File: config.mk
export PLATFORM = sky130hd
export DESIGN_NAME = bus_decode
export DESIGN_NICKNAME = d
export VERILOG_FILES = /design/src/logic/bus_pkg.sv /design/src/logic/io_map_pkg.sv /design/src/logic/bus_decode.sv
export SDC_FILE = /design/constraint.sdc
export NUM_CORES = 1
export LEC_CHECK = 0
export BUFFER_PORTS_ARGS = -buffer_cell sky130_fd_sc_hd__buf_2
export CORE_AREA = 4 4 41 43
export DETAILED_ROUTE_END_ITERATION = 12
export DIE_AREA = 0 0 45 47
export MAX_ROUTING_LAYER = met4
export SYNTH_ARGS = -nofsm -noshare
export SYNTH_HDL_FRONTEND = slang
export SYNTH_SLANG_ARGS = --single-unit
File: constraint.sdc
create_clock -name vclk -period 1.83
set_input_delay 0.2745 -clock vclk [all_inputs]
set_output_delay 0.2745 -clock vclk [all_outputs]
set_load 0.01 [all_outputs]
File: src/logic/bus_pkg.sv
package bus_pkg;

	// ----------------------------------------------
	// register bus widths
	// ----------------------------------------------

	parameter int unsigned ADDR_W = 32;
	parameter int unsigned DATA_W = 32;
	parameter int unsigned SEL_W  = DATA_W / 8;	// one enable per byte lane

	typedef logic [ADDR_W-1:0] addr_t;
	typedef logic [DATA_W-1:0] word_t;
	typedef logic [SEL_W-1:0]  sel_t;

endpackage

File: src/logic/io_map_pkg.sv
package io_map_pkg;

	// ----------------------------------------------
	// upper address tags of the on-chip targets
	// ----------------------------------------------

	parameter logic [11:0] SCR_BASE  = 12'h001;	// 0x001x_xxxx
	parameter logic [15:0] SEMA_BASE = 16'hFD05;	// 0xFD05_xxxx
	parameter logic [23:0] LED_BASE  = 24'hFD0FFF;	// 0xFD0F_FFxx
	parameter logic [23:0] RAND_BASE = 24'hFD0FFD;	// 0xFD0F_FDxx

	// set means plain read, clear means read with decrement
	parameter int unsigned SEMA_PEEK_BIT = 13;

	// decoded target of one bus request
	typedef enum logic [2:0] {
		REGION_NONE,
		REGION_SCR,
		REGION_SEMA,
		REGION_LED,
		REGION_RAND
	} region_e;

endpackage

File: src/logic/bus_decode.sv
`timescale 1ns/10ps

module bus_decode (
	input  logic           cyc_i,
	input  logic           stb_i,
	input  bus_pkg::addr_t adr_i,
	output logic           scr_stb_o,
	output logic           sema_stb_o,
	output logic           led_stb_o,
	output logic           rand_stb_o
);

	io_map_pkg::region_e region;
	logic                req;

	assign req = cyc_i & stb_i;

	// tag compare against the address map
	always_comb begin
		if (adr_i[31:20] == io_map_pkg::SCR_BASE)
			region = io_map_pkg::REGION_SCR;
		else if (adr_i[31:16] == io_map_pkg::SEMA_BASE)
			region = io_map_pkg::REGION_SEMA;
		else if (adr_i[31:8] == io_map_pkg::LED_BASE)
			region = io_map_pkg::REGION_LED;
		else if (adr_i[31:8] == io_map_pkg::RAND_BASE)
			region = io_map_pkg::REGION_RAND;
		else
			region = io_map_pkg::REGION_NONE;	// never acked
	end

	// one strobe per region, none for an unmapped address
	always_comb begin
		scr_stb_o  = 1'b0;
		sema_stb_o = 1'b0;
		led_stb_o  = 1'b0;
		rand_stb_o = 1'b0;
		case (region)
			io_map_pkg::REGION_SCR:  scr_stb_o  = req;
			io_map_pkg::REGION_SEMA: sema_stb_o = req;
			io_map_pkg::REGION_LED:  led_stb_o  = req;
			io_map_pkg::REGION_RAND: rand_stb_o = req;
			default: ;
		endcase
	end

endmodule

* Yosys cells after proc, flatten, opt, wreduce, memory -nomap -nowiden
Cells that the tools add are included.
** Cells by class
- Equal/unequal tests :: 8
- Muxes and demuxes :: 8
- Bitwise gates (word level) :: 1
** Operator list (count)
- equality test 24 bit (second input constant) :: 2
- equality test 16 bit (second input constant) :: 1
- equality test 12 x 1 -> 1 bit (second input constant) :: 1
- two-way mux 3 bit :: 4
- equality test 3 x 2 -> 1 bit (second input constant) :: 2
- two-way mux 1 bit :: 4
- equality test 3 x 1 -> 1 bit (second input constant) :: 1
- equality test 3 bit (second input constant) :: 1
- bitwise AND 1 bit :: 1
** Storage, ports and cells
- Logic and storage cells :: 17
- Output and inout bits :: 4
- Bits of input ports :: 34
- Register bits after elaboration :: 0

* Depth between registers and ports, before layout
- Depth in word-level cells :: 7
- Gate-level depth with buffers :: 3

* Worst setup path before layout
OpenSTA, ideal clock, no wires.
- Path type :: input -> output
- Start point :: input port adr_i[25]
- End point :: output port led_stb_o
- Data required time :: 1.556 ns
- Stages on the path :: 3
- Data arrival time :: 1.124 ns
- Slack :: 0.432 ns
- Cells stage by stage :: and4bb_1 nand4_2 nor4_1
** On the way
- Longest elaborated chain between the ends :: 7
** RTL lines
- start: declaration :: line bus_decode.sv:6 : input bus_pkg::addr_t adr_i,
- equality test 24 bit :: line bus_decode.sv:26 : else if (adr_i[31:8] == io_map_pkg::RAND_BASE)
- two-way mux 3 bit :: line bus_decode.sv:26
- two-way mux 3 bit :: line bus_decode.sv:24 : else if (adr_i[31:8] == io_map_pkg::LED_BASE)
- two-way mux 3 bit :: line bus_decode.sv:22 : else if (adr_i[31:16] == io_map_pkg::SEMA_BASE)
- two-way mux 3 bit * :: line bus_decode.sv:20 : if (adr_i[31:20] == io_map_pkg::SCR_BASE)
- equality test 3 x 2 -> 1 bit * :: line bus_decode.sv:38 : case (region)
- two-way mux 1 bit * :: line bus_decode.sv:38
- end: declaration :: line bus_decode.sv:9 : output logic led_stb_o,
Every way passes the cells marked *; elsewhere a longest branch is shown, timed or not.

* Worst setup path after layout
Same ends and word-level chain as after synthesis.

==> metrics.md <==
| Metric | Value |
|---|---|
| Critical Path Sink | `led_stb_o` |
| Most used standard cells in the synthesized netlist | `4 x sky130_fd_sc_hd__nor4_1, 3 x sky130_fd_sc_hd__and4_1, 2 x sky130_fd_sc_hd__nand4_1` |
| Static Leakage | `0.163 nW` |
| Result of the run | `finished clean` |
| Crit path largest cell delay | `280 ps` |
| Critical path class | `in -> out` |
| Critical Path Fanout Max | `3` |
| Area taken by flip-flops and latches | `0 um^2` |
| Worst-Margin Slew | `280 ps` |
| Critical path launch point | `adr_i[25]` |
| Slowest library cell on the worst path | `sky130_fd_sc_hd__and4bb_1` |
| Total length of routed wires | `549 um` |
| Number of buffers added for setup after CTS | `0` |
| Max IR drop VDD | `0.0306 mV` |
| Sum of negative setup slack | `0 ps` |
| DRC violation total after the first TritonRoute iteration | `0` |
| Synth Warn # | `0` |
| I/O pin count | `38` |
| Port bufs | `30` |
| Detailed-routing iteration count for the pre-antenna-repair pass | `1` |
| Area fraction of the dominant cell type after synthesis | `0.202` |
| Library cells used by synthesis | `10` |
| Slew headroom | `0.812` |
| Largest cells by area after synthesis | `sky130_fd_sc_hd__and4_1 20%, sky130_fd_sc_hd__nor4_1 19%, sky130_fd_sc_hd__and4bb_1 9.6%` |
| Final core occ | `0.230` |
| P_int | `24.5 uW` |
| Clkbuf count | `0` |
| Vias in the first global route | `225` |
| Library cell with the largest summed area after synthesis | `sky130_fd_sc_hd__and4_1` |
| Area grow syn2layout | `130%` |
| Floorplan die height | `47 um` |
| Number of sequential cells in the layout | `0` |
| Routed length per placed instance | `9.00 um` |
| Fin crit share | `0.823` |
| Unrepaired setup endpoints after global routing | `false` |
| Die area | `0.00212 mm^2` |
| Critical path depth in cells | `5` |
| Number of antenna violations at the first check in global routing | `0` |
| Cell Chain, Critical Path | `buf_2 > and4bb_1 > nand4_2 > nor4_1 > buf_2` |
| Routed vias | `261` |
| Area of the core | `0.00130 mm^2` |
| Maximum clock frequency | `664 MHz` |
| Class of the tightest hold or removal check | `in -> out` |
| Count of final setup violators | `0` |
| Wire length of the first global-routing pass | `807 um` |
| Net switching component of the power | `13.5 uW` |
| P per Cell Area | `127 mW/mm^2` |
| Count of hold buffers inserted by post-cts repair | `0` |
| Most frequent CP cell | `sky130_fd_sc_hd__buf_2` |
| Worst hold-check slack | `800 ps` |
| Largest delay contributor family on the critical path | `simple AND/OR/NAND/NOR gates` |
| Mean cell area of the mapped netlist | `8.13 um^2` |
| Cell count after synthesis | `16` |
| Sort of element at the start of the critical path | `input pin` |
| Required time worst endpoint | `1560 ps` |
| Via count normalized by instance count | `4.28` |
| Syn Std Cell Area | `130 um^2` |
| Register area share after synthesis | `0` |
| Cell with the most instances after synthesis | `sky130_fd_sc_hd__nor4_1` |
| Final antenna diode count | `0` |
| Final net count | `82` |
| Post-cts sizing count | `0` |
| Minimum clock period | `1510 ps` |
| Slew Viols, Final | `0` |
| Number of buffers and inverters on the critical path | `2` |
| Proportion of power drawn by flip-flops and latches | `0` |
| Total congestion overflow | `0` |
| Switching Fraction | `0.355` |
| Overall power after layout | `38.0 uW` |
| Max-cap check violation count | `0` |
| Element type at the critical path end | `primary output` |
| Fin. Hold Viols | `0` |
| Antenna-violating nets left | `0` |
| Initial core utilization | `0.100` |
| Largest net degree at the start of global routing | `4` |
| Number of core rows | `13` |
| RD Place Congestion | `0.625` |
| Fraction of final layout cells sized beyond drive strength 1 | `0.696` |
| Combinational fraction of design power | `1.000` |
| Clock share of power | `0` |
| Arr. time, crit path | `1230 ps` |
| Total Routing Usage GR | `0.0487` |
| Floorplan die width | `45 um` |
| Net count after synthesis | `50` |
| Post-detailed-route DRC marker count | `0` |
power groups by stage:
stage | Sequential [mW] | Clock [mW] | Combinational [mW]
2_1_floorplan | 0 | 0 | 0.00783
3_3_place_gp | 0 | 0 | 0.0376
3_5_place_dp | 0 | 0 | 0.0385
4_1_cts | 0 | 0 | 0.0386
5_1_grt | 0 | 0 | 0.0433
6_report | 0 | 0 | 0.0380
worst min-delay path, delay by kind of cell:
family	cells	cell delay, ps
buffers and inverters	2	210
AND/OR/NAND/NOR	1	40
stage by stage:
stage | cells | setup WS, ps | area, um^2
finish | 61 | 325 | 299
global route | 61 | 191 | 299
CTS | 61 | 295 | 299
detailed placement | 61 | 293 | 299
global placement | 61 | 313 | 299
floorplan | 16 | 432 | 130
metal layers:
layer / part of all wire / GRT usage / vias up
li1: - / - / 135
met1: 0.34 / 0.0584 / 105
met2: 0.42 / 0.0932 / 21
met3: 0.23 / 0.00383 / 0
met4: 0 / 0 / 0
met5: 0 / - / -
cell families after synthesis:
| logic type | after synthesis | synth area share |
|---|---|---|
| AND/OR/NAND/NOR | 16 | 1.00 |
layout make-up:
class                      count  area [um^2]
fill                         151         1000
multi-input combinational     16          130
tap                           15         18.8
timing repair buffer          30          150
how the worst min path moves through the flow:
stage | start | end | cells after the start
final | adr_i[19] | sema_stb_o | 3
after global routing | adr_i[17] | sema_stb_o | 3
after CTS | adr_i[19] | sema_stb_o | 3
after detailed placement | adr_i[19] | sema_stb_o | 3
after global placement | adr_i[17] | sema_stb_o | 3
after floorplan | adr_i[19] | sema_stb_o | 1
layout by cell type (no fill, tap or decap):
| cell | instances |
|---|---|
| sky130_fd_sc_hd__nor2_4 | 1 |
| sky130_fd_sc_hd__nand4b_1 | 1 |
| sky130_fd_sc_hd__nor4b_1 | 1 |
| sky130_fd_sc_hd__and2b_1 | 1 |
| sky130_fd_sc_hd__nand4_2 | 1 |
| sky130_fd_sc_hd__nand3_1 | 1 |
| sky130_fd_sc_hd__and4_1 | 3 |
| sky130_fd_sc_hd__and4bb_1 | 1 |
| sky130_fd_sc_hd__buf_2 | 30 |
| sky130_fd_sc_hd__nand4_1 | 2 |
| sky130_fd_sc_hd__nor4_1 | 4 |
No activity file was read; power rests on OpenSTA's default activity.
