File: src/logic/bus_pkg.sv
package bus_pkg;

	// ----------------------------------------------
	// register bus widths
	// ----------------------------------------------

	parameter int unsigned ADDR_W = 32;
	parameter int unsigned DATA_W = 32;
	parameter int unsigned SEL_W  = DATA_W / 8;	// one enable per byte lane

	typedef logic [ADDR_W-1:0] addr_t;
	typedef logic [DATA_W-1:0] word_t;
	typedef logic [SEL_W-1:0]  sel_t;

endpackage

File: src/logic/sys_regs.sv
`timescale 1ns/10ps

module sys_regs #(
	parameter bus_pkg::word_t RAND_SEED = 32'h1234_5678
) (
	input  logic           node_clk,
	input  logic           rst,
	input  logic           led_stb_i,
	input  logic           rand_stb_i,
	input  logic           we_i,
	input  bus_pkg::word_t dat_i,
	output logic           ack_o,
	output bus_pkg::word_t dat_o,
	output logic [7:0]     led_o
);

	localparam bus_pkg::word_t LFSR_POLY = 32'h8020_0003;

	logic [7:0]     led_q;
	bus_pkg::word_t lfsr_q;
	bus_pkg::word_t lfsr_next;
	bus_pkg::word_t dat_q;
	logic           busy_q;
	logic           ack_q;
	logic           go;

	assign go = (led_stb_i | rand_stb_i) & ~busy_q;

	// galois step, right shift
	assign lfsr_next = {1'b0, lfsr_q[31:1]} ^ (lfsr_q[0] ? LFSR_POLY : '0);

	// ----------------------------------------------
	// led and random registers
	// ----------------------------------------------

	always_ff @(posedge node_clk) begin
		if (rst) begin
			led_q  <= 8'h00;
			lfsr_q <= RAND_SEED;
			busy_q <= 1'b0;
			ack_q  <= 1'b0;
			dat_q  <= '0;
		end else begin
			busy_q <= led_stb_i | rand_stb_i;
			ack_q  <= go;
			dat_q  <= '0;
			if (go && led_stb_i) begin
				if (we_i)
					led_q <= dat_i[7:0];
				else
					dat_q <= {24'h000000, led_q};
			end
			if (go && rand_stb_i) begin
				if (we_i) begin
					lfsr_q <= (dat_i == '0) ? RAND_SEED : dat_i;	// zero would lock up
				end else begin
					dat_q  <= lfsr_q;
					lfsr_q <= lfsr_next;	// one step per read
				end
			end
		end
	end

	assign ack_o = ack_q;
	assign dat_o = dat_q;
	assign led_o = led_q;

endmodule

File: config.mk
export PLATFORM = sky130hd
export DESIGN_NAME = sys_regs
export DESIGN_NICKNAME = d
export VERILOG_FILES = /design/src/logic/bus_pkg.sv /design/src/logic/sys_regs.sv
export SDC_FILE = /design/constraint.sdc
export NUM_CORES = 1
export LEC_CHECK = 0
export BUFFER_PORTS_ARGS = -buffer_cell sky130_fd_sc_hd__buf_2
export CAP_MARGIN = 20
export CORE_ASPECT_RATIO = 1.2
export CORE_UTILIZATION = 40
export CTS_CLUSTER_SIZE = 14
export DETAILED_ROUTE_END_ITERATION = 8
export PLACE_DENSITY_LB_ADDON = 0.1
export SYNTH_ARGS = -nofsm -noshare
export SYNTH_HDL_FRONTEND = slang
export SYNTH_SLANG_ARGS = --single-unit
File: constraint.sdc
create_clock -name node_clk -period 1.6 [get_ports node_clk]
set_input_delay 0.16 -clock node_clk [delete_from_list [all_inputs] [get_ports node_clk]]
set_output_delay 0.16 -clock node_clk [all_outputs]
set_load 0.01 [all_outputs]
[Word level (Yosys, flattened, before mapping)]
Cells that the tools add are included.
Storage, ports and cells
  input port bits: 37
  word-level logic and storage cells: 20
  register bits: 74
  output and inout port bits: 41
Operators by class
  reductions and logical operators: 4
  mux-type cells: 7
  bitwise gates (word level): 4
Operator list (number)
  32-bit two-way mux: 5
  32-bit logical NOT: 1
  31-bit by 32-bit bitwise XOR with 32-bit output: 1
  8-bit two-way mux: 2
  1-bit logical AND: 2
  2-bit AND reduction: 1
  1-bit bitwise AND: 1
  1-bit inverter: 1
  1-bit bitwise OR: 1

[Depth between registers and ports, before layout]
Gate-level depths: netlist (run 1).
  word-level depth: 6
  depth in mapped cells: 6
  gate-level depth less buffers: 4

[Worst setup path before layout (run 1)]
No wires, ideal clock.
  path type: reg2reg
  from: register busy_q
  to: register lfsr_q[5]
  setup time: 0.127 ns
  buffers on the path: 2
  path slack: 0.368 ns
  arrival time: 1.105 ns
  cell stages (with the launch flop): 7
  cell sequence: dfxtp_1 -> nand2b_1 -> buf_6 -> nor2_4 -> buf_6 -> a221oi_1 -> o21ai_1
On the way
  word-level cells in the longest chain between the ends: 3
Ends and longest elaborated chain
  from (decl): RTL line sys_regs.sv:23  | logic busy_q;
  from (signal assigned): RTL line sys_regs.sv:44  | busy_q <= led_stb_i | rand_stb_i;
  1-bit inverter: RTL line sys_regs.sv:27  | assign go = (led_stb_i | rand_stb_i) & ~busy_q;
  1-bit bitwise AND: RTL line sys_regs.sv:27
  1-bit logical AND: RTL line sys_regs.sv:53  | if (go && rand_stb_i) begin
  to (signal assigned): RTL line sys_regs.sv:55  | lfsr_q <= (dat_i == '0) ? RAND_SEED : dat_i;
  to (signal assigned): RTL line sys_regs.sv:58  | lfsr_q <= lfsr_next;
  to (decl): RTL line sys_regs.sv:20  | bus_pkg::word_t lfsr_q;
Every way passes these cells.
A chain may end at the register's enable or synchronous reset.

[Worst setup path in the final report (run 1)]
  from: register busy_q
  to: register lfsr_q[4]
The elaborated chain is that of the path after synthesis.

==> Flow_metrics.wiki, run 1 <==
{| class="wikitable"
! Metric !! Value
|-
| Starting utilization of the core area || 41.5%
|-
| Critical path buffer and inverter count || 0
|-
| Total count of max-transition violations in the final report || 0
|-
| Critical path's slowest cell || sky130_fd_sc_hd__nand2b_1
|-
| Die Wd || 79.2 um
|-
| Final estimated routing congestion in global placement || approximately 0.8
|-
| Net count after synthesis || 323
|-
| Highest ir drop seen on vdd || between 600 and 700 uV
|-
| Io pins || between 70 and 80
|-
| Fraction of post-synthesis cell area in the top cell type by area || 51.7%
|-
| Sinks on Clock Net || 74
|-
| DRC violation count after routing || 0
|-
| Critical path capture point type || flip-flop
|-
| Cell type with the largest total area after synthesis || sky130_fd_sc_hd__dfxtp_1
|-
| Synthesis-stage register bit count || 74
|-
| Number of nets in the layout || between 300 and 400
|-
| First-pass detailed-route iteration total || 4
|-
| Count of hold-fix buffers inserted at cts || 0
|-
| Main area contributors after synthesis || sky130_fd_sc_hd__dfxtp_1 (52%), sky130_fd_sc_hd__mux2i_1 (8.7%), sky130_fd_sc_hd__a211oi_1 (6.8%)
|-
| Number of warning messages in the yosys log || 0
|-
| Total overflow reported by the global router || 0
|-
| Largest net degree at the start of global routing || 47
|-
| Routed vias || roughly 2,300
|-
| Routed wire length || 6490 um
|-
| Cells resized by post-CTS repair || 0
|-
| Most common cell after layout, fill and taps aside || sky130_fd_sc_hd__buf_2
|-
| Slew HR || 64.0%
|-
| Port Buf Inserts || 77
|-
| Average vias per placed instance || 5.09
|-
| Clock insertion delay at the later pin of the skew report || 340 ps
|-
| Most used DFF post-synth || sky130_fd_sc_hd__dfxtp_1
|-
| H-tree depth || 3
|-
| Fill cells || 689
|-
| Total chip power || 3.68 mW
|-
| Vias in the first global route || between 2,000 and 2,500
|-
| Chip height || 94.7 um
|-
| Core area || 6900 um2
|-
| Data arrival, critical path || 1620 ps
|-
| Share of the core filled with cells || 50.5%
|-
| Synth unique cells || 33
|-
| Maximum number of buffers from clock root to sink || 2
|-
| Layout overhead on the synthesized area || 21.5%
|-
| Ys async rst share || 0%
|-
| PwrDens || 1060 nW/um2
|-
| Antenna violations before repair || 0
|-
| Crit Path Category || reg2reg
|-
| WL per Instance || 14.4 um
|-
| Fin. Hold Viols || 0
|-
| Final count of negative-setup-slack endpoints || 0
|-
| Dpl cells || 437
|-
| F_max || a little over 0.7 GHz
|-
| Detailed Route Iter0 Violations || 149
|-
| Cell area after technology mapping || 2860 um2
|-
| Post-Syn Area per Cell || 10.0 um2
|-
| Total track usage || between 10% and 20%
|-
| CP peak stage delay || 430 ps
|-
| Required @ worst endpoint || 1810 ps
|-
| Sequential area share after synthesis || about half
|-
| TritonCTS clock tree || yes
|-
| Worst Slack Setup Final || 193 ps
|-
| Sequential cell area || 1480 um2
|-
| Status || finished clean
|-
| Clock Skew || 4.76 ps
|-
| Ordered cell list for the critical path || nand2b_1 -> nor2_4 -> a221oi_1 -> o21ai_1
|-
| Area used by multi-input combinational logic || 1210 um2
|-
| Number of buffers created by CTS || 9
|-
| Final cell count without fillers || approximately 450
|-
| Setup TNS || 0 ps
|-
| Number of buffers inserted by post-CTS setup repair || 0
|-
| Final period utilization || 87.9%
|-
| Number of enable-type register cells in the synthesized netlist || 0
|-
| Setup repair after global routing missed its margin || no
|-
| Fraction of layout instances using a drive strength above 1 || 29.0%
|-
| Std-Cell Rows || 33
|-
| Top Family by Delay on Critical Path || simple AND/OR/NAND/NOR gates
|-
| Post-route ant nets || 0
|-
| Class of the worst hold path || in2reg
|-
| Total Die Area || 7500 um2
|-
| Global-route wire length before repair || 10,500 um
|-
| Master cell of the clock root buffer || sky130_fd_sc_hd__clkbuf_8
|-
| Setup WS pre-CTS || 133 ps
|-
| Inserted Diodes || 0
|-
| Commonest cells after routing, fill and taps aside || sky130_fd_sc_hd__buf_2 (77), sky130_fd_sc_hd__dfxtp_1 (74), sky130_fd_sc_hd__nor2_1 (36)
|-
| Clock slew at the register clock pins of the worst setup and hold paths || 70 ps
|-
| Period minus WS final || 1410 ps
|-
| Max-cap violation count || 0
|-
| Category of the worst setup path launch point || flip-flop
|-
| Gate count after technology mapping || around 290
|-
| Pin slew with the least headroom to its limit || 538 ps
|-
| Half-perimeter wire length of the detailed placement result || 4620 um
|-
| Largest fanout on the critical path || 12
|-
| Standby leakage power || 1.57 nW
|}
==> cells by family after synthesis <==
| family | Yosys count | share of synthesized area, % |
|---|---|---|
| compound gates | 78 | 17.3 |
| xor+xnor | 2 | 0.612 |
| buf+inv | 26 | 5.94 |
| flops | 74 | 51.7 |
| mux | 25 | 8.74 |
| simple gates | 81 | 15.6 |
==> metrics by stage <==
step                instance area (um2)  hold WS [ps]
finish                             3480          85.9
detailed placement                 3310           425
floorplan                          2860           285
global placement                   3310           417
CTS                                3480          69.7
global route                       3480          87.7
==> path summary, 6_finish.rpt <==
check	from	end	slack (ps)	cells after the start
worst max-delay path	busy_q	lfsr_q[4]	190	4
worst min-delay path	led_stb_i	busy_q	90	3
worst max register to register	busy_q	lfsr_q[4]	190	4
worst min register to register	lfsr_q[26]	dat_o[26]	480	1
==> worst reg2reg max path: cells and delay by family, from the launching register on <==
kind / cells / cell delay, ps
compound gates: 2 / 390
flops: 1 / 320
simple gates: 2 / 580
==> power breakdown <==
part           switching [mW]  internal, mW  leakage (nW)  total (mW)
sequential             0.0609          1.93         0.606        1.99
combinational           0.220         0.180         0.876       0.400
clock                   0.650         0.639        0.0855        1.29
==> layer usage <==
layer | vias up | GRT usage [%] | routed length (um)
met1 | 1064 | 23.6 | 3150
li1 | 1170 | - | -
met2 | 58 | 29.3 | 2980
met3 | 9 | 3.38 | 245
met4 | 0 | 9.24 | 114
met5 | - | 0 | 0
==> registers in the layout, indices dropped and copies added, names as in the netlist <==
signal	flops
busy_q	1
dat_o	32
ack_o	1
led_o	8
lfsr_q	32
==> Yosys cell counts (all sizes together) (2+ instances only) <==
master and n:
buf 17, a21oi 15, and4 2, o21ai 23, a22oi 8, clkbuf 8, dfxtp 74, a211oi 26
nor4 8, nor3 2, nand2 3, and2 24, mux2i 25, a221oi 4, nor2 37
==> cell type report <==
| cell class | instances | share of cell area (%) |
|---|---|---|
| Inverter | 1 | 0.108 |
| Clock buffer | 13 | 4.57 |
| Tap cell | 87 | 3.13 |
| Timing Repair Buffer | 89 | 14.4 |
| Sequential cell | 74 | 42.6 |
| Clock inverter | 2 | 0.359 |
| Multi-Input combinational cell | 186 | 34.9 |
Power figures use the tool's default switching activity.
==> run 2: changes to the inputs <==
Settings changed: REMOVE_ABC_BUFFERS set to 1.
Clock period 1.6 ns to 1.4 ns, I/O delays scaled along.
==> run 2 against run 1 <==
  * Fmax up 9.2%
  * Cell area is 2.7% higher
  * Sequential share of layout area down 1.1 points
  * Die area stayed put
  * Via count rose by 2.3%
  * First-iteration DRC count is 19% lower
  * Worst setup slack worse by 82 ps
  * Clock skew up 2.2 ps
  * Largest cell class unchanged
==> Flow_metrics.wiki, run 2 (synthesis results as in run 1) <==
{| class="wikitable"
! Metric !! Value
|-
| Status || finished clean
|-
| Commonest cells after routing, fill and taps aside || sky130_fd_sc_hd__buf_2 (77), sky130_fd_sc_hd__dfxtp_1 (74), sky130_fd_sc_hd__nor2_1 (36)
|-
| Std-Cell Rows || 33 (unchanged)
|-
| Starting utilization of the core area || 41.5% (unchanged)
|-
| Port Buf Inserts || 77 (unchanged)
|-
| Critical path's slowest cell || sky130_fd_sc_hd__dfxtp_1
|-
| Data arrival, critical path || 1500 ps (-120 ps)
|-
| Post-route ant nets || 0 (unchanged)
|-
| Number of nets in the layout || 402 (+1.0%)
|-
| Core area || 6900 um2 (unchanged)
|-
| Top Family by Delay on Critical Path || compound AO/OA/AOI/OAI gates
|-
| Number of buffers inserted by post-CTS setup repair || 0 (unchanged)
|-
| Total Die Area || 7500 um2 (unchanged)
|-
| Ordered cell list for the critical path || nand2b_2 -> buf_4 -> a221oi_1 -> o21ai_1
|-
| Maximum number of buffers from clock root to sink || 2 (unchanged)
|-
| Dpl cells || 440 (+0.69%)
|-
| Io pins || 78 (unchanged)
|-
| Fraction of layout instances using a drive strength above 1 || 30.1% (+1.0 points)
|-
| DRC violation count after routing || 0 (unchanged)
|-
| Pin slew with the least headroom to its limit || 483 ps (-55.8 ps)
|-
| Clock Skew || 6.95 ps (+2.19 ps)
|-
| Routed vias || 2,355 (+2.3%)
|-
| WL per Instance || 14.7 um (+2.5%)
|-
| Total overflow reported by the global router || 0 (unchanged)
|-
| Largest fanout on the critical path || 10 (-2)
|-
| Slew HR || 67.5% (+3.5 points)
|-
| Fin. Hold Viols || 0 (unchanged)
|-
| Most common cell after layout, fill and taps aside || sky130_fd_sc_hd__buf_2
|-
| Critical path buffer and inverter count || 1 (+1)
|-
| Placed standard-cell area || 3360 um2 (+1.4%)
|-
| H-tree depth || 3 (unchanged)
|-
| Final count of negative-setup-slack endpoints || 0 (unchanged)
|-
| Period minus WS final || 1290 ps (-118 ps)
|-
| Global-route wire length before repair || 10,600 um (+1.1%)
|-
| Vias in the first global route || 2,224 (+3.8%)
|-
| Crit Path Category || reg2reg
|-
| PwrDens || 1220 nW/um2 (+15%)
|-
| Layout overhead on the synthesized area || 24.8%
|-
| Final estimated routing congestion in global placement || 0.754 (-3.4%)
|-
| Total count of max-transition violations in the final report || 0 (unchanged)
|-
| Die Wd || 79.2 um (unchanged)
|-
| Total chip power || 4.35 mW (+18%)
|-
| Inserted Diodes || 0 (unchanged)
|-
| Largest net degree at the start of global routing || 42 (-11%)
|-
| Category of the worst setup path launch point || flip-flop
|-
| Standby leakage power || 1.62 nW (+3.2%)
|-
| Final cell count without fillers || 456 (+0.88%)
|-
| Critical path capture point type || flip-flop
|-
| Master cell of the clock root buffer || sky130_fd_sc_hd__clkbuf_8
|-
| Detailed Route Iter0 Violations || 121 (-19%)
|-
| Total track usage || 18.5% (+0.19 points)
|-
| Highest ir drop seen on vdd || 585 uV (-6.2%)
|-
| Half-perimeter wire length of the detailed placement result || 4700 um (+1.7%)
|-
| Average vias per placed instance || 5.16 (+1.4%)
|-
| TritonCTS clock tree || yes
|-
| Clock slew at the register clock pins of the worst setup and hold paths || 70 ps (about the same)
|-
| Number of buffers created by CTS || 9 (unchanged)
|-
| First-pass detailed-route iteration total || 4 (unchanged)
|-
| Final period utilization || 92.1% (+4.1 points)
|-
| Share of the core filled with cells || 51.8% (+1.4 points)
|-
| Antenna violations before repair || 0 (unchanged)
|-
| Sinks on Clock Net || 74 (unchanged)
|-
| Required @ worst endpoint || 1610 ps (-200 ps)
|-
| Chip height || 94.7 um (unchanged)
|-
| Routed wire length || 6710 um (+3.4%)
|-
| Clock insertion delay at the later pin of the skew report || 340 ps (about the same)
|-
| Non-Filler Cell Area, Final || 3570 um2 (+2.7%)
|-
| Class of the worst hold path || in2reg
|-
| Setup repair after global routing missed its margin || yes
|-
| Max-cap violation count || 0 (unchanged)
|-
| CP peak stage delay || 310 ps (-120 ps)
|-
| F_max || 0.776 GHz (+9.2%)
|}
## run 2: cell count changes in the layout (fill, tap and decap cells not counted), sizes merged
| cell | change |
|---|---|
| clkinv | +1 |
| clkinvlp | -1 |
| buf | +3 |
| bufinv | +1 |
## run 2: final timing paths
| path | cells past startpoint | endpoint | start | slack [ps] |
|---|---|---|---|---|
| hold / removal | 3 | lfsr_q[10] | dat_i[10] | 60 |
| setup / recovery | 4 | lfsr_q[5] | busy_q | 110 |
| setup reg to reg | 4 | lfsr_q[5] | busy_q | 110 |
| hold reg to reg | 1 | dat_o[23] | lfsr_q[23] | 480 |
## run 2: per-stage QoR
step / setup slack (ps) / setup TNS (ps) / hold slack, ps
after CTS: 60.3 / 0 / 49.5
after global routing: -5.17 / -13.0 / 63.7
final: 111 / 0 / 56.8
after floorplan: -990 / -26150 / 209
after global placement: -103 / -1050 / 404
after detailed placement: -127 / -1080 / 414
## run 2: cell type report
| type | count | area (um2) |
|---|---|---|
| Clock inverter | 3 | 40.0 |
| Clock buffer | 12 | 145 |
| Timing Repair Buffer | 93 | 573 |
| Sequential cell | 74 | 1480 |
| Tap cell | 87 | 109 |
| Fill cell | 658 | 3320 |
| Inverter | 1 | 3.75 |
| Multi-Input combinational cell | 186 | 1220 |
## run 2: layer usage
metal	GRT usage, %	part of all wire, %
met4	10.0	1.7
met1	22.9	46
met3	3.86	4.5
met2	30.1	48
met5	0	0
## run 2: timing repair
action                                  CTS  global route
gates resized for setup                   0             2
hold buffers                              0             0
endpoints found under the setup margin    0             4
## run 2: worst reg2reg max path: stages (launching register included)
cell and delay (ps):
sky130_fd_sc_hd__dfxtp_1 310, sky130_fd_sc_hd__nand2b_2 250, sky130_fd_sc_hd__buf_4 210, sky130_fd_sc_hd__a221oi_1 280, sky130_fd_sc_hd__o21ai_1 110
## run 2: power breakdown
group          internal (mW)  switching (mW)  total, mW  leakage (nW)
Sequential              2.21          0.0694       2.28         0.606
Clock                  0.858           0.730       1.59        0.0962
Combinational          0.224           0.260      0.484         0.915
Total                   3.29            1.06       4.35          1.62
