$ cat src/logic/bus_pkg.sv
package bus_pkg;

	// ----------------------------------------------
	// register bus widths
	// ----------------------------------------------

	parameter int unsigned ADDR_W = 32;
	parameter int unsigned DATA_W = 32;
	parameter int unsigned SEL_W  = DATA_W / 8;	// one enable per byte lane

	typedef logic [ADDR_W-1:0] addr_t;
	typedef logic [DATA_W-1:0] word_t;
	typedef logic [SEL_W-1:0]  sel_t;

endpackage

$ cat src/logic/resp_merge.sv
`timescale 1ns/10ps

module resp_merge (
	input  logic           node_clk,
	input  logic           rst,
	input  logic           ack0_i,
	input  logic           ack1_i,
	input  logic           ack2_i,
	input  logic           ack3_i,
	input  bus_pkg::word_t dat0_i,
	input  bus_pkg::word_t dat1_i,
	input  bus_pkg::word_t dat2_i,
	input  bus_pkg::word_t dat3_i,
	output logic           ack_o,
	output bus_pkg::word_t dat_o
);

	// idle targets drive zero, so a plain OR selects the responder
	always_ff @(posedge node_clk) begin
		if (rst) begin
			ack_o <= 1'b0;
			dat_o <= '0;
		end else begin
			ack_o <= ack0_i | ack1_i | ack2_i | ack3_i;
			dat_o <= dat0_i | dat1_i | dat2_i | dat3_i;
		end
	end

endmodule

$ cat config.mk
export PLATFORM = sky130hd
export DESIGN_NAME = resp_merge
export DESIGN_NICKNAME = d
export VERILOG_FILES = /design/src/logic/bus_pkg.sv /design/src/logic/resp_merge.sv
export SDC_FILE = /design/constraint.sdc
export NUM_CORES = 1
export LEC_CHECK = 0
export ABC_AREA = 0
export BUFFER_PORTS_ARGS = -buffer_cell sky130_fd_sc_hd__buf_2
export CAP_MARGIN = 15
export CORE_AREA = 2 2 65 67
export CTS_CLUSTER_SIZE = 30
export DETAILED_ROUTE_END_ITERATION = 8
export DIE_AREA = 0 0 67 69
export GPL_ROUTABILITY_DRIVEN = 0
export GPL_TIMING_DRIVEN = 0
export MAX_ROUTING_LAYER = met4
export PLACE_DENSITY = 0.77
export RECOVER_POWER = 50
export SYNTH_ARGS = -nofsm -noshare
export SYNTH_HDL_FRONTEND = slang
export SYNTH_SLANG_ARGS = --single-unit
export TNS_END_PERCENT = 10
$ cat constraint.sdc
create_clock -name node_clk -period 0.8 [get_ports node_clk]
set_clock_uncertainty 0.15 [all_clocks]
set_input_delay 0.04 -clock node_clk [delete_from_list [all_inputs] [get_ports node_clk]]
set_output_delay 0.04 -clock node_clk [all_outputs]
set_load 0.02 [all_outputs]
After elaboration in Yosys (flattened, before gate mapping)
Index checks and enable logic that the tools add are counted.
{"block": "totals", "reg_bits": 33, "input_bits": 134, "output_inout_bits": 33, "wordCells": 8}
{"block": "op_classes", "bitwise": 6}
{"cell": "$or A32 B32 Y32", "count": 3}
{"cell": "$or A1 B1 Y1", "count": 3}

Depth between registers and ports, before layout
Gate-level depths: netlist of run 1.
{"block": "depth", "ltp_word": 3, "ltp_mapped": 3, "depth_no_buf": 2}

Worst setup path before layout of run 1
No wires, ideal clock.
{"block": "synth_path", "path_type": "input-to-reg", "from": "input ack1_i", "to": "register ack_o", "setup_time_ns": 0.121, "t_arrival_ns": 0.331, "path_slack_ns": 0.198, "path_stages": 2, "path_buffers": 0, "path_cell_list": "nor4_1 > nor2_1"}
{"block": "synth_via", "elab_chain_cells": 3}
{"element": "start, declared", "line": "resp_merge.sv:7", "text": "input logic ack1_i,"}
{"element": "$or A1 B1 Y1 (3 in a row)", "line": "resp_merge.sv:24", "text": "ack_o <= ack0_i | ack1_i | ack2_i | ack3_i;"}
{"element": "end signal, assigned", "line": "resp_merge.sv:24"}
{"element": "end, declared", "line": "resp_merge.sv:14", "text": "output logic ack_o,"}
Every way passes these cells.
A chain may end at the register's enable or synchronous reset.

Worst setup path in the final report of run 1
{"block": "layout_path", "from": "register dat_o[30]", "to": "output dat_o[30]"}
{"element": "start, declared", "line": "resp_merge.sv:15", "text": "output bus_pkg::word_t dat_o"}
{"element": "start signal, assigned", "line": "resp_merge.sv:25", "text": "dat_o <= dat0_i | dat1_i | dat2_i | dat3_i;"}
No word-level cell between the ends.

==> results of run 1 <==
[cell type report]
| class | instances | area share |
|---|---|---|
| Buffer | 4 | 0.02482 |
| Timing Repair Buffer | 165 | 0.4545 |
| Sequential cell | 33 | 0.3094 |
| Multi-Input combinational cell | 66 | 0.1456 |
| Tap cell | 50 | 0.02758 |
| Clock buffer | 7 | 0.03806 |
[cell usage in the layout (no fill, tap or decap)]
master	instances
sky130_fd_sc_hd__buf_8	3
sky130_fd_sc_hd__nor2_1	33
sky130_fd_sc_hd__clkbuf_8	6
sky130_fd_sc_hd__dfxtp_2	33
sky130_fd_sc_hd__buf_6	34
sky130_fd_sc_hd__buf_2	131
sky130_fd_sc_hd__clkbuf_1	2
sky130_fd_sc_hd__nor4_1	33
[sequential cells by signal, indices dropped and copies added, names as in the netlist]
signal,cells
ack_o,1
dat_o,32
[per-layer routing]
layer | wire length [um] | GRT usage | vias up
li1 | - | - | 714
met1 | 1156 | 0.1324 | 599
met2 | 1980 | 0.3080 | 97
met3 | 426 | 0.06036 | 5
met4 | 49 | 0.05442 | 0
met5 | 0 | - | -
[kinds of logic (layout without fill, tap and decap cells)]
logic type	after synthesis	after routing	synth area share
buffers and inverters	4	176	0.05376
and+or+nand+nor	66	66	0.3154
DFF	33	33	0.6308
[timing repair]
action,CTS,global route
resized for setup,98,1
gates cloned,0,0
hold endpoints to repair,33,33
endpoints found under the setup margin,33,33
[where the power goes]
group          total, mW  leakage, nW  switching, mW  internal, mW
registers           1.82        0.280         0.0454          1.77
logic              0.809        0.817          0.328         0.480
clock network       1.20       0.0443          0.518         0.681
total               3.82         1.14          0.892          2.93
[how the worst max path moves through the flow]
stage	depth (start not counted)	from	endpoint
6_report	1	dat_o[30]	dat_o[30]
5_1_grt	1	dat_o[30]	dat_o[30]
4_1_cts	1	dat_o[4]	dat_o[4]
3_5_place_dp	3	dat1_i[1]	dat_o[1]
3_3_place_gp	3	dat1_i[19]	dat_o[19]
2_1_floorplan	2	ack1_i	ack_o
[through the flow]
| stage | setup slack (ns) | total power [mW] | area, um^2 |
|---|---|---|---|
| global placement | -0.01118 | 2.483 | 1936 |
| global route | -0.1341 | 4.025 | 2268 |
| floorplan | 0.1977 | 2.060 | 1047 |
| detailed placement | -0.04689 | 2.497 | 1936 |
| finish | -0.1056 | 3.824 | 2268 |
| CTS | -0.1172 | 3.893 | 2268 |
==> PnR_summary.wiki, run 1 <==
{| class="wikitable"
! Metric !! Value
|-
| Status || finished, violations left
|-
| Violations in the final reports || negative hold slack, negative setup slack
|-
| Synth top area cells || sky130_fd_sc_hd__dfxtp_1, sky130_fd_sc_hd__nor4_1, sky130_fd_sc_hd__nor2_1
|-
| RSZ-0062 raised after global routing || yes
|-
| Number of fill cells in the layout || roughly 350
|-
| Count of H-tree levels built during CTS || 2
|-
| Total Die Area || between 4000 and 5000 um^2
|-
| Number of buffers inserted to repair setup after CTS || 0
|-
| DIE HEIGHT || between 60 and 70 um
|-
| Cell leakage power || 1.141 nW
|-
| Number of placed instances, taps included || 318
|-
| Final-layout worst hold slack || -0.1820 ns
|-
| Crit share post-route || 1.132
|-
| Area leader, netlist || sky130_fd_sc_hd__dfxtp_1
|-
| Number of synthesized register bits || 33
|-
| Final-report hold violation count || 33
|-
| Detailed-router iteration count before antenna repair || 4
|-
| Width of the chip || between 60 and 70 um
|-
| Min-Delay Path Class || input pin to register
|-
| Tightest slew margin relative to the limit || 0.7504
|-
| Initial standard-cell utilization of the core || 0.2676
|-
| Unique masters post-synth || 5
|-
| Slew at the pin closest to its max-slew limit || roughly 0.37 ns
|-
| Number of setup violations in the final report || 33
|-
| Count of routing violations after the opening detailed-route iteration || 36
|-
| Clock Tree Buf Depth || 2
|-
| Final wirelength || between 3000 and 4000 um
|-
| Worst-case hold path end point || dat_o[25]
|-
| Clock net sink count || 33
|-
| Overall overflow remaining after global route || 0
|-
| Num rows || 23
|-
| # Max-Cap Violations || 0
|-
| Layout area overhead || 116.6%
|-
| Crit path required time || roughly 0.61 ns
|-
| Number of flops mapped to enable cells by yosys || 0
|-
| Critical path, cell by cell || buf_6
|-
| Startpoint Class || register
|-
| Max stage delay cell, worst path || sky130_fd_sc_hd__dfxtp_2
|-
| Global-route total usage across every layer || 0.1599
|-
| Floorplan core area || slightly below 4000 um^2
|-
| Post-layout net count || 409
|-
| Share of the synthesized area in the top cell type || 0.6308
|-
| Number of clock buffers inserted by TritonCTS || 5
|-
| CP top delay family || flip-flops
|-
| Clock root buffer || sky130_fd_sc_hd__clkbuf_8
|-
| Pin count of the biggest net entering global routing || 11
|-
| Post-detailed-route count of antenna-violating nets || 0
|-
| Clock transition at path regs || about 0.06 ns
|-
| Critical Setup Path Class || register to output pin
|-
| Initial antenna violation count || 0
|-
| Synth warn || 0
|-
| Number of standard cells in the layout, taps in and fillers out || about 330
|-
| Total nets after synthesis || 237
|-
| Vias in the first global route || 1,341
|-
| Sequential element share of the synthesized area || 0.6308
|-
| ANT cells || 0
|-
| Critical path endpoint category || output pin
|-
| Maximum fanout count along the critical path || 1
|-
| Storage cell area || around 700 um^2
|-
| Worst Path Arrival || just over 0.7 ns
|-
| Global-route wire length before repair || 5402 um
|-
| Fin Setup TNS || -3.138 ns
|-
| Clock period minus worst slack || around 0.91 ns
|-
| Final Util || 0.5796
|-
| Commonest cells in the synthesized netlist || sky130_fd_sc_hd__dfxtp_1, sky130_fd_sc_hd__nor2_1, sky130_fd_sc_hd__nor4_1, sky130_fd_sc_hd__buf_8, sky130_fd_sc_hd__buf_6
|-
| Routed length per placed instance || ~11 um
|-
| TritonCTS clock tree || yes
|-
| Average vias per placed instance || 4.354
|-
| Largest stage delay on the critical path || around 0.32 ns
|-
| Share of layout cells above drive strength 1 || 0.7527
|-
| Post-synthesis instance area || about 1000 um^2
|-
| Syn avg cell area || 10.17 um^2
|-
| Mapped Cells || just over 100
|-
| Buffers plus inverters on the worst setup path || 1
|-
| Peak supply drop || approximately 1.2 mV
|-
| P per Cell Area || about 1700 nW/um^2
|-
| Crit path setup slack, layout || -0.1056 ns
|-
| Detailed-placement wirelength estimate || 2910 um
|-
| Maximum operating frequency || 1.104 GHz
|-
| Area taken by multi-input logic gates || between 300 and 400 um^2
|-
| Total count of max-transition violations in the final report || 0
|-
| I/O Buffers || 165
|-
| Startpoint of the most critical hold path || rst
|-
| Count of unresolved DRC violations after routing || 0
|-
| Fraction of synthesis flops using an asynchronous set or reset pin || 0
|-
| Number of top-level pins || around 170
|-
| Cell depth of the worst min-delay path || 2
|-
| Number of vias in the routed layout || roughly 1,400
|-
| Top FF cell, synth || sky130_fd_sc_hd__dfxtp_1
|}
(Power assumes the default switching activity.)
==> run 2, diff against run 1 <==
SKIP_CTS_REPAIR_TIMING = 1   (was unset)
SLEW_MARGIN = 20   (was unset)
==> run 2 against run 1 <==
  * Non-clock buffer count is the same
  * Critical path type unchanged
  * Die area is the same
  * Cell count is the same
  * Sequential share of layout area is the same
  * The run still ends with negative hold slack, negative setup slack left
  * Clock power is essentially flat
  * Flip-flop and latch count is the same
  * Combinational power is essentially flat
  * Sequential power is essentially flat
  * Routed wire length shrank 0.50%
  * Maximum frequency is essentially flat
  * Via count shrank 0.57%
  * First-iteration DRC count shrank 31%
==> PnR_summary.wiki, run 2 (synthesis gave the netlist of run 1 again) <==
{| class="wikitable"
! Metric !! Value
|-
| Maximum fanout count along the critical path || 1 (unchanged)
|-
| Most used cells in the layout excluding fill and tap cells || sky130_fd_sc_hd__buf_2, sky130_fd_sc_hd__buf_6, sky130_fd_sc_hd__nor4_1, sky130_fd_sc_hd__nor2_1, sky130_fd_sc_hd__dfxtp_2
|-
| Min-Delay Path Class || input pin to register
|-
| Crit path required time || 0.61 ns (about the same)
|-
| Post-layout net count || 409 (unchanged)
|-
| Clock transition at path regs || 0.06 ns (about the same)
|-
| P per Cell Area || 1685 nW/um^2 (about the same)
|-
| Worst Path Arrival || 0.72 ns (about the same)
|-
| Max stage delay cell, worst path || sky130_fd_sc_hd__dfxtp_2
|-
| Clock Tree Buf Depth || 2 (unchanged)
|-
| TritonCTS clock tree || yes
|-
| Count of H-tree levels built during CTS || 2 (unchanged)
|-
| Count of unresolved DRC violations after routing || 0 (unchanged)
|-
| Initial standard-cell utilization of the core || 0.2676 (unchanged)
|-
| Violations in the final reports || negative hold slack, negative setup slack
|-
| # Max-Cap Violations || 0 (unchanged)
|-
| Number of placed instances, taps included || 318 (unchanged)
|-
| Crit share post-route || 1.132 (about the same)
|-
| Pin count of the biggest net entering global routing || 11 (unchanged)
|-
| Number of vias in the routed layout || 1,407 (-0.57%)
|-
| Final Util || 0.5796 (unchanged)
|-
| Setup crit end || dat_o[30]
|-
| ANT cells || 0 (unchanged)
|-
| Clock period minus worst slack || 0.9059 ns (+0.0002720 ns)
|-
| RSZ-0062 raised after global routing || yes
|-
| Global-route total usage across every layer || 0.1477 (-0.01222)
|-
| Final wirelength || 3595 um (-0.50%)
|-
| Critical path endpoint category || output pin
|-
| Num rows || 23 (unchanged)
|-
| Maximum operating frequency || 1.104 GHz (about the same)
|-
| Layout Cell Area excl Fill || 2268 um^2 (unchanged)
|-
| Buffers plus inverters on the worst setup path || 1 (unchanged)
|-
| Initial antenna violation count || 0 (unchanged)
|-
| Number of clock buffers inserted by TritonCTS || 5 (unchanged)
|-
| Slew at the pin closest to its max-slew limit || 0.3675 ns (-0.003396 ns)
|-
| Final-layout worst hold slack || -0.1816 ns (+0.0004080 ns)
|-
| Total Power Consumption || 3.822 mW (about the same)
|-
| Routed length per placed instance || 11.06 um (-0.50%)
|-
| Number of top-level pins || 167 (unchanged)
|-
| Total count of max-transition violations in the final report || 0 (unchanged)
|-
| Biggest register || dat_o
|-
| Detailed-router iteration count before antenna repair || 2 (-2)
|-
| Vias in the first global route || 1,250 (-6.8%)
|-
| Detailed-placement wirelength estimate || 2910 um (unchanged)
|-
| Cell leakage power || 1.141 nW (unchanged)
|-
| Most frequent standard cell in the layout excluding fill and tap cells || sky130_fd_sc_hd__buf_2
|-
| Largest registers in the final layout || dat_o x32, ack_o x1
|-
| Tightest slew margin relative to the limit || 0.7527 (+0.002285)
|-
| Width of the chip || 67 um (unchanged)
|-
| Critical Setup Path Class || register to output pin
|-
| Final-report hold violation count || 33 (unchanged)
|-
| Post-detailed-route count of antenna-violating nets || 0 (unchanged)
|-
| Number of setup violations in the final report || 33 (unchanged)
|-
| Global-route wire length before repair || 5037 um (-6.8%)
|-
| Floorplan core area || 3914 um^2 (unchanged)
|-
| CP top delay family || flip-flops
|-
| DIE HEIGHT || 69 um (unchanged)
|-
| Share of layout cells above drive strength 1 || 0.7527 (unchanged)
|-
| I/O Buffers || 165 (unchanged)
|-
| Average vias per placed instance || 4.329 (-0.57%)
|-
| Critical path, cell by cell || buf_6
|-
| Crit path setup slack, layout || -0.1059 ns (-0.0002720 ns)
|-
| Largest stage delay on the critical path || 0.32 ns (about the same)
|-
| Total Die Area || 4623 um^2 (unchanged)
|-
| Overall overflow remaining after global route || 0 (unchanged)
|-
| Startpoint Class || register
|-
| Layout area overhead || 116.6% (unchanged)
|-
| Clock net sink count || 33 (unchanged)
|-
| Placed instance area || 1936 um^2 (unchanged)
|-
| Peak supply drop || 1.219 mV (about the same)
|-
| Count of routing violations after the opening detailed-route iteration || 25 (-31%)
|-
| Clock root buffer || sky130_fd_sc_hd__clkbuf_8
|-
| Flip-flop count of the largest register, all copies and words added || 32 (unchanged)
|-
| Launching element of the worst setup path || dat_o[30]
|-
| Logic depth of the worst path, buffers included || 1 (unchanged)
|-
| Status || finished, violations left
|-
| Number of standard cells in the layout, taps in and fillers out || 325 (unchanged)
|}
[run 2: area by class of cell]
cell class | count | area [um^2]
Timing Repair Buffer | 165 | 1031
Fill cell | 349 | 1645
Buffer | 4 | 56.30
Sequential cell | 33 | 701.9
Tap cell | 50 | 62.56
Multi-Input combinational cell | 66 | 330.3
Clock buffer | 7 | 86.33
[run 2: per-layer routing]
metal	routed length (um)	vias to the layer above	GRT usage	share of wire
met5	0	-	-	0
met4	36	0	0.05442	0.010
met3	435	4	0.06036	0.12
met2	1982	95	0.2706	0.55
met1	1141	594	0.1303	0.32
li1	-	714	-	-
[run 2: power breakdown]
part           internal [mW]  leakage, nW  switching [mW]
logic                  0.480        0.817           0.328
registers               1.77        0.280          0.0456
clock network          0.681       0.0443           0.517
total                   2.93         1.14           0.890
[run 2: worst min path at each step]
stage	startpoint	to	slack, ns	cells past startpoint
global route	rst	dat_o[25]	-0.20	2
global placement	dat3_i[8]	dat_o[8]	0.10	3
detailed placement	dat3_i[28]	dat_o[28]	0.10	3
CTS	dat3_i[28]	dat_o[28]	-0.19	3
finish	rst	dat_o[25]	-0.18	2
floorplan	ack3_i	ack_o	0.01	2
[run 2: metrics by stage]
stage / setup slack, ns / setup TNS, ns
after floorplan: 0.1977 / 0
final: -0.1059 / -3.122
after detailed placement: -0.04689 / -0.04952
after global placement: -0.01118 / -0.01118
after CTS: -0.1509 / -4.466
after global routing: -0.1341 / -4.145
==> run 3, diff against run 2 <==
CAP_MARGIN = unset   (was 15)
SETUP_SLACK_MARGIN = 0.4   (was unset)
==> run 3 against run 2 <==
  * The flow still finishes with violations (negative hold slack, negative setup slack)
  * Via count rose by 7.5%
  * Cell area is 31% higher
  * Worst setup slack got worse by 0.0028 ns
  * Hold slack worse by 0.011 ns
  * Highest routed layer unchanged
  * Clock power hardly changed
  * Power is 10% higher
  * Routed wire length rose by 57%
  * Maximum frequency decreased by 0.31%
  * Cell count unchanged
  * Largest power group unchanged
==> PnR_summary.wiki, run 3 (synthesis gave the netlist of run 1 again) <==
{| class="wikitable"
! Metric !! Value
|-
| Routed wire length on met2 || 3309 um (+67%)
|-
| Most frequent standard cell in the layout excluding fill and tap cells || sky130_fd_sc_hd__buf_6
|-
| Startpoint of the most critical hold path || rst
|-
| Total Die Area || 4623 um^2 (unchanged)
|-
| Most used cells in the layout excluding fill and tap cells || sky130_fd_sc_hd__buf_6, sky130_fd_sc_hd__buf_2, sky130_fd_sc_hd__nor2_1, sky130_fd_sc_hd__dfxtp_2, sky130_fd_sc_hd__buf_8
|-
| # Max-Cap Violations || 0 (unchanged)
|-
| Number of clock buffers inserted by TritonCTS || 5 (unchanged)
|-
| Num rows || 23 (unchanged)
|-
| Cell leakage power || 1.356 nW (+19%)
|-
| Count of unresolved DRC violations after routing || 0 (unchanged)
|-
| Final Util || 0.7618 (+0.1822)
|-
| Logic gate share of total power || 0.283 (+0.072)
|-
| Count of H-tree levels built during CTS || 2 (unchanged)
|-
| Clock transition at path regs || 0.06 ns (about the same)
|-
| Worst Path Arrival || 0.72 ns (about the same)
|-
| Initial standard-cell utilization of the core || 0.2676 (unchanged)
|-
| Detailed-placement wirelength estimate || 3751 um (+29%)
|-
| Clock group share of total power || 0.286 (-0.027)
|-
| Internal power || 3.184 mW (+8.6%)
|-
| Worst-case hold path end point || dat_o[31]
|-
| Final-layout worst hold slack || -0.1927 ns (-0.01111 ns)
|-
| Largest stage delay on the critical path || 0.34 ns (+0.02 ns)
|-
| Clock period minus worst slack || 0.9087 ns (+0.002832 ns)
|-
| Critical path endpoint category || output pin
|-
| Slew at the pin closest to its max-slew limit || 0.3358 ns (-0.03174 ns)
|-
| Post-detailed-route count of antenna-violating nets || 0 (unchanged)
|-
| Highest metal layer with signal wires || met4
|-
| Crit share post-route || 1.136 (+0.003540)
|-
| Layout Cell Area excl Fill || 2982 um^2 (+31%)
|-
| Width of the chip || 67 um (unchanged)
|-
| DIE HEIGHT || 69 um (unchanged)
|-
| Peak supply drop || 1.058 mV (-13%)
|-
| Cell depth of the worst min-delay path || 2 (unchanged)
|-
| I/O Buffers || 165 (unchanged)
|-
| Number of top-level pins || 167 (unchanged)
|-
| TritonCTS clock tree || yes
|-
| Layout area overhead || 184.7%
|-
| Clock Tree Buf Depth || 2 (unchanged)
|-
| Status || finished, violations left
|-
| Share of total power consumed by net switching || 0.2462 (+0.01328)
|-
| Floorplan core area || 3914 um^2 (unchanged)
|-
| RSZ-0062 raised after global routing || yes
|-
| Min-Delay Path Class || input pin to register
|-
| Overall overflow remaining after global route || 0 (unchanged)
|-
| Largest registers in the final layout || dat_o x32, ack_o x1
|-
| Routed length on met1 || 1792 um (+57%)
|-
| Final-report hold violation count || 33 (unchanged)
|-
| Crit path setup slack, layout || -0.1087 ns (-0.002832 ns)
|-
| Final wirelength || 5637 um (+57%)
|-
| Biggest register || dat_o
|-
| Maximum fanout count along the critical path || 1 (unchanged)
|-
| Startpoint Class || register
|-
| Count of routing violations after the opening detailed-route iteration || 35 (+40%)
|-
| Clock net sink count || 33 (unchanged)
|-
| Clock root buffer || sky130_fd_sc_hd__clkbuf_8
|-
| Critical Setup Path Class || register to output pin
|-
| Violations in the final reports || negative hold slack, negative setup slack
|-
| Max stage delay cell, worst path || sky130_fd_sc_hd__dfxtp_2
|-
| Crit path required time || 0.61 ns (about the same)
|-
| ANT cells || 0 (unchanged)
|-
| Total count of max-transition violations in the final report || 0 (unchanged)
|-
| Number of setup violations in the final report || 33 (unchanged)
|-
| Net switching power figure || 1.040 mW (+17%)
|-
| Power share of the sequential group || 0.431 (-0.044)
|-
| Critical path, cell by cell || buf_6
|-
| CP top delay family || flip-flops
|-
| Post-layout net count || 409 (unchanged)
|-
| Initial antenna violation count || 0 (unchanged)
|-
| Pin count of the biggest net entering global routing || 11 (unchanged)
|-
| Average vias per placed instance || 4.652 (+7.5%)
|-
| Global-route wire length before repair || 6320 um (+25%)
|-
| P per Cell Area || 1417 nW/um^2 (-16%)
|-
| Placed instance area || 2431 um^2 (+26%)
|-
| Fin Setup TNS || -3.150 ns (-0.02748 ns)
|-
| Tightest slew margin relative to the limit || 0.7741 (+0.02135)
|-
| Number of placed instances, taps included || 318 (unchanged)
|-
| Number of vias in the routed layout || 1,512 (+7.5%)
|-
| Detailed-router iteration count before antenna repair || 4 (+2)
|-
| Routed wl met3 || 427 um (-1.8%)
|-
| Number of standard cells in the layout, taps in and fillers out || 325 (unchanged)
|-
| Buffers plus inverters on the worst setup path || 1 (unchanged)
|-
| Maximum operating frequency || 1.100 GHz (-0.31%)
|-
| Share of layout cells above drive strength 1 || 0.8182 (+0.06545)
|-
| Routed length per placed instance || 17.34 um (+57%)
|-
| Global-route total usage across every layer || 0.1839 (+0.03621)
|-
| Vias in the first global route || 1,498 (+20%)
|-
| Flip-flop count of the largest register, all copies and words added || 32 (unchanged)
|}
[run 3: how the worst max path moves through the flow]
stage	startpoint	end	slack, ns	cells after the start
detailed placement	dat1_i[26]	dat_o[26]	0.02	3
floorplan	ack1_i	ack_o	0.21	2
global route	dat_o[26]	dat_o[26]	-0.13	1
CTS	dat_o[28]	dat_o[28]	-0.17	1
finish	dat_o[31]	dat_o[31]	-0.11	1
global placement	dat1_i[11]	dat_o[11]	0.04	3
[run 3: stage by stage]
stage                     setup slack [ns]  total power, mW
after floorplan                     0.2104            2.124
after detailed placement           0.02031            2.765
after global routing               -0.1304            4.386
after global placement             0.04313            2.735
final                              -0.1087            4.224
after CTS                          -0.1689            3.972
[run 3: power groups by stage]
stage / logic [mW] / registers [mW] / clock network [mW]
after floorplan: 0.177 / 1.95 / 0
after global placement: 0.931 / 1.80 / 0
after detailed placement: 0.956 / 1.81 / 0
after CTS: 0.958 / 1.77 / 1.24
after global routing: 1.25 / 1.83 / 1.31
final: 1.20 / 1.82 / 1.21
[run 3: layout make-up]
cell class              count  area [um^2]
well taps                  50        62.56
flip-flops and latches     33        701.9
plain buffers               4        56.30
fillers                   245        932.1
clock buffers               7        86.33
repair buffers            165         1489
multi-input cells          66        585.6
[run 3: metal layers]
| layer | vias up | track usage |
|---|---|---|
| met3 | 8 | 0.04405 |
| met1 | 701 | 0.1565 |
| met4 | 0 | 0.06803 |
| li1 | 713 | - |
| met2 | 90 | 0.3641 |
| met5 | - | - |
